**config.mk**
```make
export PLATFORM = sky130hd
export DESIGN_NAME = link_rx_top
export DESIGN_NICKNAME = d
export VERILOG_FILES = /design/src/game_pkg.sv /design/src/link_pkg.sv /design/src/lane_deserializer.sv /design/src/frame_ctrl.sv /design/src/packet_assembler.sv /design/src/handshake_decoder.sv /design/src/link_rx_top.sv
export VERILOG_INCLUDE_DIRS = /design/src /design/src/src
export SDC_FILE = /design/constraint.sdc
export NUM_CORES = 1
export LEC_CHECK = 0
export BUFFER_PORTS_ARGS = -buffer_cell sky130_fd_sc_hd__buf_2
export CAP_MARGIN = 15
export CELL_PAD_IN_SITES_DETAIL_PLACEMENT = 0
export CELL_PAD_IN_SITES_GLOBAL_PLACEMENT = 1
export CORE_MARGIN = 1
export CORE_UTILIZATION = 47
export DETAILED_ROUTE_END_ITERATION = 12
export PLACE_DENSITY = 0.81
export SYNTH_ARGS = -nofsm -noshare
export SYNTH_HDL_FRONTEND = slang
export SYNTH_SLANG_ARGS = --single-unit
```
**constraint.sdc**
```tcl
create_clock -name clk -period 2.7 [get_ports clk]
set_input_delay 0.54 -clock clk [delete_from_list [all_inputs] [get_ports clk]]
set_output_delay 0.54 -clock clk [all_outputs]
set_load 0.05 [all_outputs]
```
**src/link_rx_config.svh**
```systemverilog
/* link receiver configuration macros
   lane widths, sync pattern, board shape and skew timeout */

`ifndef LINK_RX_CONFIG_SVH
`define LINK_RX_CONFIG_SVH

// data wires, one lane word each per frame
`define LINK_DATA_LANES 4

// payload bits per data lane
`define LINK_LANE_BITS 16

// sync pattern, shared by every wire
`define LINK_SYNC_BITS 8
`define LINK_SYNC_WORD 8'hA5

// handshake header payload
`define LINK_HEAD_BITS 8

// cycles from first lane valid until a partial frame is flushed
`define LINK_SKEW_TIMEOUT 64

// opponent board shape
`define LINK_QUEUE_LEN 3
`define LINK_ROWS 2
`define LINK_COLS 5

`endif

```
**src/game_pkg.sv**
```systemverilog
/* game side types
   tile codes, garbage count, piece queue and playfield */

`include "link_rx_config.svh"

package game_pkg;

	// 4-bit tile code
	typedef logic [3:0] tile_t;

	// empty cell
	localparam tile_t BLANK = 4'd0;

	// incoming garbage lines
	typedef logic [3:0] garbage_t;

	// next pieces, entry 0 in the top bits
	typedef tile_t [0:`LINK_QUEUE_LEN-1] piece_queue_t;

	// row 0 first, column 0 first within a row
	typedef tile_t [0:`LINK_ROWS-1][0:`LINK_COLS-1] playfield_t;

endpackage

```
**src/link_pkg.sv**
```systemverilog
/* wire protocol types
   lane words, data packet layout and handshake header */

`include "link_rx_config.svh"

package link_pkg;

	import game_pkg::*;

	// payload of one data wire
	typedef logic [`LINK_LANE_BITS-1:0] lane_word_t;

	// all lane words concatenated, lane 0 in the top bits
	// 4 + 4 + 4 + 12 + 40 = 64 bits
	typedef struct packed {
		// one copy of the sequence bit per lane, majority wins
		logic [`LINK_DATA_LANES-1:0] seq_vote;
		garbage_t garbage;
		tile_t hold;
		piece_queue_t queue;
		playfield_t playfield;
	} data_pkt_t;

	// handshake header
	// pid/pid_n = 1/0 is an ack, 0/1 is game end
	typedef struct packed {
		logic pid;
		logic pid_n;
		logic ack_seq;
		logic [`LINK_HEAD_BITS-4:0] spare;
	} hnd_head_t;

endpackage

```
**src/lane_deserializer.sv**
```systemverilog
/* single wire receiver
   sync word hunt, payload shift-in, word held until accepted */

`timescale 1ns/1ps

`include "link_rx_config.svh"

module lane_deserializer #(
	parameter type payload_t = logic [`LINK_LANE_BITS-1:0]
) (
	input  logic     clk,
	input  logic     rst_l,
	input  logic     game_active,
	input  logic     serial_in,
	output logic     word_valid,
	input  logic     word_ready,
	output payload_t word
);

	localparam int W     = $bits(payload_t);
	localparam int CNT_W = (W > 1) ? $clog2(W) : 1;

	typedef enum logic [1:0] {
		HUNT,
		SHIFT,
		HOLD
	} state_t;

	state_t state;
	logic [`LINK_SYNC_BITS-1:0] sync_sr;
	logic [`LINK_SYNC_BITS-1:0] sync_next;
	logic [CNT_W-1:0] bit_cnt;
	logic [W-1:0] shreg;

	// window including the bit on the wire right now
	assign sync_next = {sync_sr[`LINK_SYNC_BITS-2:0], serial_in};

	assign word_valid = (state == HOLD);
	assign word = payload_t'(shreg);

	// control state
	always_ff @(posedge clk or negedge rst_l) begin
		if (!rst_l) begin
			state   <= HUNT;
			sync_sr <= '0;
			bit_cnt <= '0;
		end else if (!game_active) begin
			state   <= HUNT;
			sync_sr <= '0;
			bit_cnt <= '0;
		end else begin
			case (state)
				HUNT: begin
					sync_sr <= sync_next;
					// last sync bit sampled now, payload starts next cycle
					if (sync_next == `LINK_SYNC_WORD) begin
						state   <= SHIFT;
						bit_cnt <= '0;
					end
				end
				SHIFT: begin
					bit_cnt <= bit_cnt + 1'b1;
					if (bit_cnt == CNT_W'(W - 1)) begin
						state <= HOLD;
					end
				end
				HOLD: begin
					// accepted, forget the old sync window
					if (word_ready) begin
						state   <= HUNT;
						sync_sr <= '0;
					end
				end
				default: begin
					state <= HUNT;
				end
			endcase
		end
	end

	// payload, msb first
	always_ff @(posedge clk) begin
		if (state == SHIFT) begin
			shreg <= {shreg[W-2:0], serial_in};
		end
	end

endmodule

```
**src/frame_ctrl.sv**
```systemverilog
/* frame controller
   joins lane valids into one frame, pops lanes, flushes skewed frames */

`timescale 1ns/1ps

`include "link_rx_config.svh"

module frame_ctrl (
	input  logic                        clk,
	input  logic                        rst_l,
	input  logic                        game_active,
	input  logic [`LINK_DATA_LANES-1:0] lane_valid,
	output logic [`LINK_DATA_LANES-1:0] lane_pop,
	output logic                        frame_valid,
	input  logic                        frame_ready,
	output logic [7:0]                  frame_drops
);

	localparam int SKEW_W = $clog2(`LINK_SKEW_TIMEOUT + 1);

	logic all_valid;
	logic any_valid;
	logic accept;
	logic flush;
	logic [SKEW_W-1:0] skew_cnt;

	assign all_valid = &lane_valid;
	assign any_valid = |lane_valid;
	assign accept = frame_valid & frame_ready;

	// some lanes done, others silent for too long
	assign flush = any_valid & ~all_valid &
		(skew_cnt == SKEW_W'(`LINK_SKEW_TIMEOUT));

	// full frame pops all lanes, flush only the ones holding a word
	always_comb begin
		if (accept) begin
			lane_pop = '1;
		end else if (flush) begin
			lane_pop = lane_valid;
		end else begin
			lane_pop = '0;
		end
	end

	always_ff @(posedge clk or negedge rst_l) begin
		if (!rst_l) begin
			frame_valid <= 1'b0;
			skew_cnt    <= '0;
			frame_drops <= '0;
		end else if (!game_active) begin
			frame_valid <= 1'b0;
			skew_cnt    <= '0;
			frame_drops <= '0;
		end else begin
			// one cycle after the last lane; lanes hold while back-pressured
			frame_valid <= all_valid & ~accept;
			// runs only while the frame is incomplete
			if (!any_valid || all_valid || flush) begin
				skew_cnt <= '0;
			end else begin
				skew_cnt <= skew_cnt + 1'b1;
			end
			if (flush) begin
				frame_drops <= frame_drops + 1'b1;
			end
		end
	end

endmodule

```
**src/packet_assembler.sv**
```systemverilog
/* packet assembler
   sequence vote, duplicate drop, board unpack, update output and ack request */

`timescale 1ns/1ps

`include "link_rx_config.svh"

module packet_assembler (
	input  logic                    clk,
	input  logic                    rst_l,
	input  logic                    game_active,
	input  link_pkg::lane_word_t    lane_words [`LINK_DATA_LANES],
	input  logic                    frame_valid,
	output logic                    frame_ready,
	output logic                    upd_valid,
	input  logic                    upd_ready,
	output game_pkg::garbage_t      opp_garbage,
	output game_pkg::tile_t         opp_hold,
	output game_pkg::piece_queue_t  opp_queue,
	output game_pkg::playfield_t    opp_playfield,
	output logic                    ack_req,
	output logic                    ack_seq,
	output logic [7:0]              packets_received
);

	import link_pkg::*;
	import game_pkg::*;

	logic [`LINK_DATA_LANES*`LINK_LANE_BITS-1:0] pkt_bits;
	data_pkt_t pkt;
	logic accept;
	logic rx_seq;
	logic exp_seq;

	// lane 0 lands in the top bits
	always_comb begin
		for (int i = 0; i < `LINK_DATA_LANES; i++) begin
			pkt_bits[(`LINK_DATA_LANES-1-i)*`LINK_LANE_BITS +: `LINK_LANE_BITS] = lane_words[i];
		end
	end

	assign pkt = data_pkt_t'(pkt_bits);

	// majority of the per-lane copies, a single flipped bit is outvoted
	assign rx_seq = ($countones(pkt.seq_vote) >= 2);

	// stall the frame in the lanes while the game logic has not taken the update
	assign frame_ready = ~(upd_valid & ~upd_ready);
	assign accept = frame_valid & frame_ready;

	// sequence bit expected next, already advanced on a new packet
	assign ack_seq = exp_seq;

	always_ff @(posedge clk or negedge rst_l) begin
		if (!rst_l) begin
			upd_valid        <= 1'b0;
			ack_req          <= 1'b0;
			exp_seq          <= 1'b0;
			packets_received <= '0;
			opp_garbage      <= '0;
			opp_hold         <= BLANK;
			opp_queue        <= {`LINK_QUEUE_LEN{BLANK}};
			opp_playfield    <= {(`LINK_ROWS*`LINK_COLS){BLANK}};
		end else if (!game_active) begin
			upd_valid        <= 1'b0;
			ack_req          <= 1'b0;
			exp_seq          <= 1'b0;
			packets_received <= '0;
			opp_garbage      <= '0;
			opp_hold         <= BLANK;
			opp_queue        <= {`LINK_QUEUE_LEN{BLANK}};
			opp_playfield    <= {(`LINK_ROWS*`LINK_COLS){BLANK}};
		end else begin
			// ack every accepted frame, duplicates too
			ack_req <= accept;
			if (upd_valid && upd_ready) begin
				upd_valid <= 1'b0;
			end
			// new sequence number, take the board
			if (accept && (rx_seq == exp_seq)) begin
				upd_valid        <= 1'b1;
				exp_seq          <= ~exp_seq;
				packets_received <= packets_received + 1'b1;
				opp_garbage      <= pkt.garbage;
				opp_hold         <= pkt.hold;
				opp_queue        <= pkt.queue;
				opp_playfield    <= pkt.playfield;
			end
		end
	end

endmodule

```
**src/handshake_decoder.sv**
```systemverilog
/* handshake header decoder
   ack pulses with their sequence bit, sticky opponent-lost flag */

`timescale 1ns/1ps

module handshake_decoder (
	input  logic                clk,
	input  logic                rst_l,
	input  logic                game_active,
	input  logic                head_valid,
	output logic                head_ready,
	input  link_pkg::hnd_head_t head,
	output logic                ack_received,
	output logic                ack_received_seq,
	output logic                opponent_lost,
	output logic [7:0]          acks_received
);

	logic accept;
	logic busy;
	logic is_ack;
	logic is_lost;

	// not ready in the cycle that reports the last header
	assign head_ready = ~busy;
	assign accept = head_valid & head_ready;

	// pid pair decode, anything else ignored
	assign is_ack  = head.pid & ~head.pid_n;
	assign is_lost = ~head.pid & head.pid_n;

	always_ff @(posedge clk or negedge rst_l) begin
		if (!rst_l) begin
			busy             <= 1'b0;
			ack_received     <= 1'b0;
			ack_received_seq <= 1'b0;
			opponent_lost    <= 1'b0;
			acks_received    <= '0;
		end else if (!game_active) begin
			busy             <= 1'b0;
			ack_received     <= 1'b0;
			ack_received_seq <= 1'b0;
			opponent_lost    <= 1'b0;
			acks_received    <= '0;
		end else begin
			busy         <= accept;
			ack_received <= accept & is_ack;
			if (accept && is_ack) begin
				ack_received_seq <= head.ack_seq;
				acks_received    <= acks_received + 1'b1;
			end
			// sticky until the game ends
			if (accept && is_lost) begin
				opponent_lost <= 1'b1;
			end
		end
	end

endmodule

```
**src/link_rx_top.sv**
```systemverilog
/* link receiver top
   data lanes, handshake lane, frame controller, assembler and decoder */

`timescale 1ns/1ps

`include "link_rx_config.svh"

module link_rx_top (
	input  logic                        clk,
	input  logic                        rst_l,
	input  logic                        game_active,
	input  logic [`LINK_DATA_LANES-1:0] serial_data,
	input  logic                        serial_hnd,
	output logic                        upd_valid,
	input  logic                        upd_ready,
	output game_pkg::garbage_t          opp_garbage,
	output game_pkg::tile_t             opp_hold,
	output game_pkg::piece_queue_t      opp_queue,
	output game_pkg::playfield_t        opp_playfield,
	output logic                        ack_req,
	output logic                        ack_seq,
	output logic                        ack_received,
	output logic                        ack_received_seq,
	output logic                        opponent_lost,
	output logic [7:0]                  packets_received,
	output logic [7:0]                  acks_received,
	output logic [7:0]                  frame_drops
);

	import link_pkg::*;

	// data lanes
	lane_word_t lane_words [`LINK_DATA_LANES];
	logic [`LINK_DATA_LANES-1:0] lane_valid;
	logic [`LINK_DATA_LANES-1:0] lane_pop;
	logic frame_valid;
	logic frame_ready;

	// handshake lane
	hnd_head_t hnd_head;
	logic hnd_valid;
	logic hnd_ready;

	for (genvar i = 0; i < `LINK_DATA_LANES; i++) begin : g_lane
		lane_deserializer #(
			.payload_t(lane_word_t)
		) i_lane_deserializer (
			.clk        (clk),
			.rst_l      (rst_l),
			.game_active(game_active),
			.serial_in  (serial_data[i]),
			.word_valid (lane_valid[i]),
			.word_ready (lane_pop[i]),
			.word       (lane_words[i])
		);
	end

	// same receiver, header sized payload
	lane_deserializer #(
		.payload_t(hnd_head_t)
	) i_hnd_deserializer (
		.clk        (clk),
		.rst_l      (rst_l),
		.game_active(game_active),
		.serial_in  (serial_hnd),
		.word_valid (hnd_valid),
		.word_ready (hnd_ready),
		.word       (hnd_head)
	);

	frame_ctrl i_frame_ctrl (
		.clk        (clk),
		.rst_l      (rst_l),
		.game_active(game_active),
		.lane_valid (lane_valid),
		.lane_pop   (lane_pop),
		.frame_valid(frame_valid),
		.frame_ready(frame_ready),
		.frame_drops(frame_drops)
	);

	packet_assembler i_packet_assembler (
		.clk             (clk),
		.rst_l           (rst_l),
		.game_active     (game_active),
		.lane_words      (lane_words),
		.frame_valid     (frame_valid),
		.frame_ready     (frame_ready),
		.upd_valid       (upd_valid),
		.upd_ready       (upd_ready),
		.opp_garbage     (opp_garbage),
		.opp_hold        (opp_hold),
		.opp_queue       (opp_queue),
		.opp_playfield   (opp_playfield),
		.ack_req         (ack_req),
		.ack_seq         (ack_seq),
		.packets_received(packets_received)
	);

	handshake_decoder i_handshake_decoder (
		.clk             (clk),
		.rst_l           (rst_l),
		.game_active     (game_active),
		.head_valid      (hnd_valid),
		.head_ready      (hnd_ready),
		.head            (hnd_head),
		.ack_received    (ack_received),
		.ack_received_seq(ack_received_seq),
		.opponent_lost   (opponent_lost),
		.acks_received   (acks_received)
	);

endmodule

```
==> reports/summary.txt <==
Status = finished, final reports clean
Fin area = 11300 um^2
Rows = 51
Max cap viols = 0
Hold WS = 0.233 ns
Die W = 145 um
CTS tree = yes
Pin count of the biggest net entering global routing = 103
Crit share post-route = 0.914
Inst Count DP = 1167
Highest Signal Layer = met4
Async S/R FF share, synth = 0.694
HP Class = in -> reg
Pwr dens = 637 nW/um^2
Static Leakage = 4.80 nW
Clk buf depth = 3
Initial detailed-routing violation count = 379
Sequential share of the synthesized area = 0.650
Net Switching = 1.47 mW
P_int = 5.72 mW
Cell variety after synth = 64
Syn avg cell area = 11.6 um^2
Worst hold start = serial_data[0]
Sequential Area = 6240 um^2
Final setup fails = 0
Logic gate share of total power = 0.019
Number of remaining DRC errors = 0
Clock sink count = 235
Met2 routed WL = 8880 um
Area of the multi-input gates = 3150 um^2
Syn nets = 851
Synthesis-to-finish area growth = 17.5%
Synth Instances = 828
Placed standard-cell area = 10500 um^2
Floorplan die height = 145 um
Switching share of total power = 0.204
Kind of critical path = reg -> reg
WP data arrival = 2.92 ns
Clk root buf = clkbuf_16
Vias per cell = 5.41
Critical Path Start = g_lane[0].i_lane_deserializer.word[14]
M1 WL = 9460 um
Worst slew pin tran = 0.731 ns
Unrepaired setup endpoints after global routing = no
Routability-driven placement congestion ratio = 0.768
Hold Fails Final Rpt = 0
H-Tree Depth = 1
Worst endpoint required time = 3.15 ns
CP endpoint kind = flop
Setup TNS = 0 ns
Core footprint = 19700 um^2
DR WL/cell = 16.0 um
Relative slew slack = 0.511
Min Tclk post-route = 2.47 ns
Final Slew Violations = 0
Clk Latency, worst-skew pair = 0.53 ns
Yosys Warn Count = 0
Fill count = 1698
Reg clk slew, reported paths = 0.06 ns
Ys flop type = dfrtp_1
Met3 Routed Length = 730 um
Reg power frac = 0.512
Global route overflow = 0
CTS Buf Count = 25
Post-synth EDFFs = 72
First-pass GRT wire length = 32800 um
Fmax = 405 MHz
DR vias = 6564
Initial core utilization = 0.487
Synthesized flop and latch total = 235
Port-buffer cells = 98
Worst Setup Start Kind = flop
Post-DRT Antenna Nets = 0
Non-filler cells, final = 1214
Overall Global Routing Usage = 0.190
CP max FO = 57
I/O pins = 99
Layout cells sized above 1 = 0.182
Vias in the first global route = 6329
Reg2reg start = g_lane[0].i_lane_deserializer.word[14]
Drt total wl = 19400 um
Max VDD drop = 443 uV
Clock power frac = 0.469
Die area = 21000 um^2
Final Skew = 0.0199 ns
Initial antenna violation count = 1
Drt first pass iters = 4
Final #Nets = 953
Area of the mapped netlist = 9610 um^2
Total design power = 7.19 mW
DPL Wire Length = 12300 um
==> state kept, by name (all words and copies together) (netlist names), 12 cells and up <==
signal,flops
g_lane.i_lane_deserializer.word,64
i_packet_assembler.opp_playfield,40
i_packet_assembler.opp_queue,12
g_lane.i_lane_deserializer.sync_sr,28
g_lane.i_lane_deserializer.bit_cnt,16
==> cell type report <==
cell class | instances | area share
clock buffer | 39 | 0.0636
antenna | 1 | 0.000222
clock inverter | 6 | 0.00842
inverter | 17 | 0.00576
tap | 265 | 0.0294
multi-input combinational | 535 | 0.279
sequential | 235 | 0.553
timing repair buffer | 116 | 0.0609
==> power groups by stage <==
stage	clock, mW	combinational (mW)	sequential (mW)
3_3_place_gp	0	0.138	3.75
3_5_place_dp	0	0.139	3.75
6_report	3.37	0.135	3.68
4_1_cts	3.45	0.140	3.68
2_1_floorplan	0	0.0536	3.74
5_1_grt	3.61	0.155	3.68
==> layout by cell type, fill, tap and decap left out, drive strengths merged, types with 5 or more instances in the layout <==
master and count:
a21oi 85, a22oi 35, and3 10, buf 115, clkbuf 39, dfrtp 163
edfxtp 72, ha 13, inv 17, mux2i 7, nand2 164, nand2b 8
nand3 20, nand4 10, nor2 39, nor2b 6, nor3 10, nor4 7
nor4bb 8, o211a 5, o21ai 8, o22ai 12, o2bb2ai 28, or3 6
xor2 10
==> synthesized netlist by cell type, types with 2 or more instances <==
library cell  instances  area share
o211a_1               5      0.0052
nor4bb_1              8      0.0083
and2_1                4      0.0026
xnor2_1               4      0.0036
nand2b_1              8      0.0052
buf_1                 2     0.00078
nand3_1              20       0.010
xor2_1               10      0.0091
nand2_1             163       0.064
clkbuf_1             31       0.012
inv_1                16      0.0063
a32o_1                2      0.0021
ha_1                 13       0.017
mux2i_1               7      0.0073
and3_1               10      0.0065
and2b_4               2      0.0021
nor2_2                7      0.0046
o21ai_0               8      0.0042
nor4_1                6      0.0039
nor3_1                9      0.0047
o22ai_1              12      0.0078
o2bb2ai_1            28       0.026
a21oi_1              85       0.044
a31o_2                2      0.0018
buf_2                 7      0.0036
nand4_1              10      0.0065
edfxtp_1             72        0.23
nor2_1               32       0.013
and4_1                2      0.0018
dfrtp_1             163        0.42
or3_1                 6      0.0039
nor2b_1               6      0.0039
o21bai_1              3      0.0023
a22oi_1              35       0.027
==> cell families (layout without fill, tap and decap cells) <==
family	Yosys count	after routing	share of synthesized area
AO/OA/AOI/OAI	191	191	0.130
multiplexers	8	8	0.00846
flip-flops	235	235	0.650
adder cells (fa/ha/maj)	14	14	0.0190
XOR/XNOR	14	14	0.0128
other	0	1	0
buffers and inverters	58	178	0.0240
AND/OR/NAND/NOR	308	308	0.156
==> worst paths after layout <==
check | slack, ns | cells past startpoint | endpoint
max | 0.23 | 8 | i_packet_assembler.opp_playfield[17]
min | 0.23 | 1 | g_lane[0].i_lane_deserializer.word[0]
max reg2reg | 0.23 | 8 | i_packet_assembler.opp_playfield[17]
min reg2reg | 0.41 | 0 | i_hnd_deserializer.word[4]
max in group asynchronous | 1.43 | 3 | i_packet_assembler.opp_playfield[12]
min in group asynchronous | 0.52 | 2 | i_handshake_decoder.acks_received[5]
==> per-layer routing <==
metal  up-vias  track usage
li1       3181            -
met3        29       0.0318
met2       110        0.290
met4         0       0.0431
met1      3244        0.285
met5         -            0
==> worst max-delay path: stages, from the launching register on <==
cell,delay [ns]
edfxtp_1,0.41
ha_1,0.30
nand2_1,0.06
fa_1,0.54
and3b_1,0.24
o211a_2,0.30
buf_12,0.27
nand2_1,0.09
a21oi_1,0.15
==> metrics by stage <==
| stage | worst slack, ns | util |
|---|---|---|
| after global routing | 0.0731 | 0.572 |
| after CTS | 0.147 | 0.572 |
| after detailed placement | 0.168 | 0.530 |
| after floorplan | 0.408 | - |
| after global placement | 0.285 | 0.530 |
| final | 0.232 | 0.573 |
==> timing repair <==
item	CTS	global route
setup endpoints to repair	0	3
endpoints found under the hold margin	48	0
hold buffers	1	0
gates resized for setup	0	2
setup buffers	0	0
(Power assumes the default switching activity.)
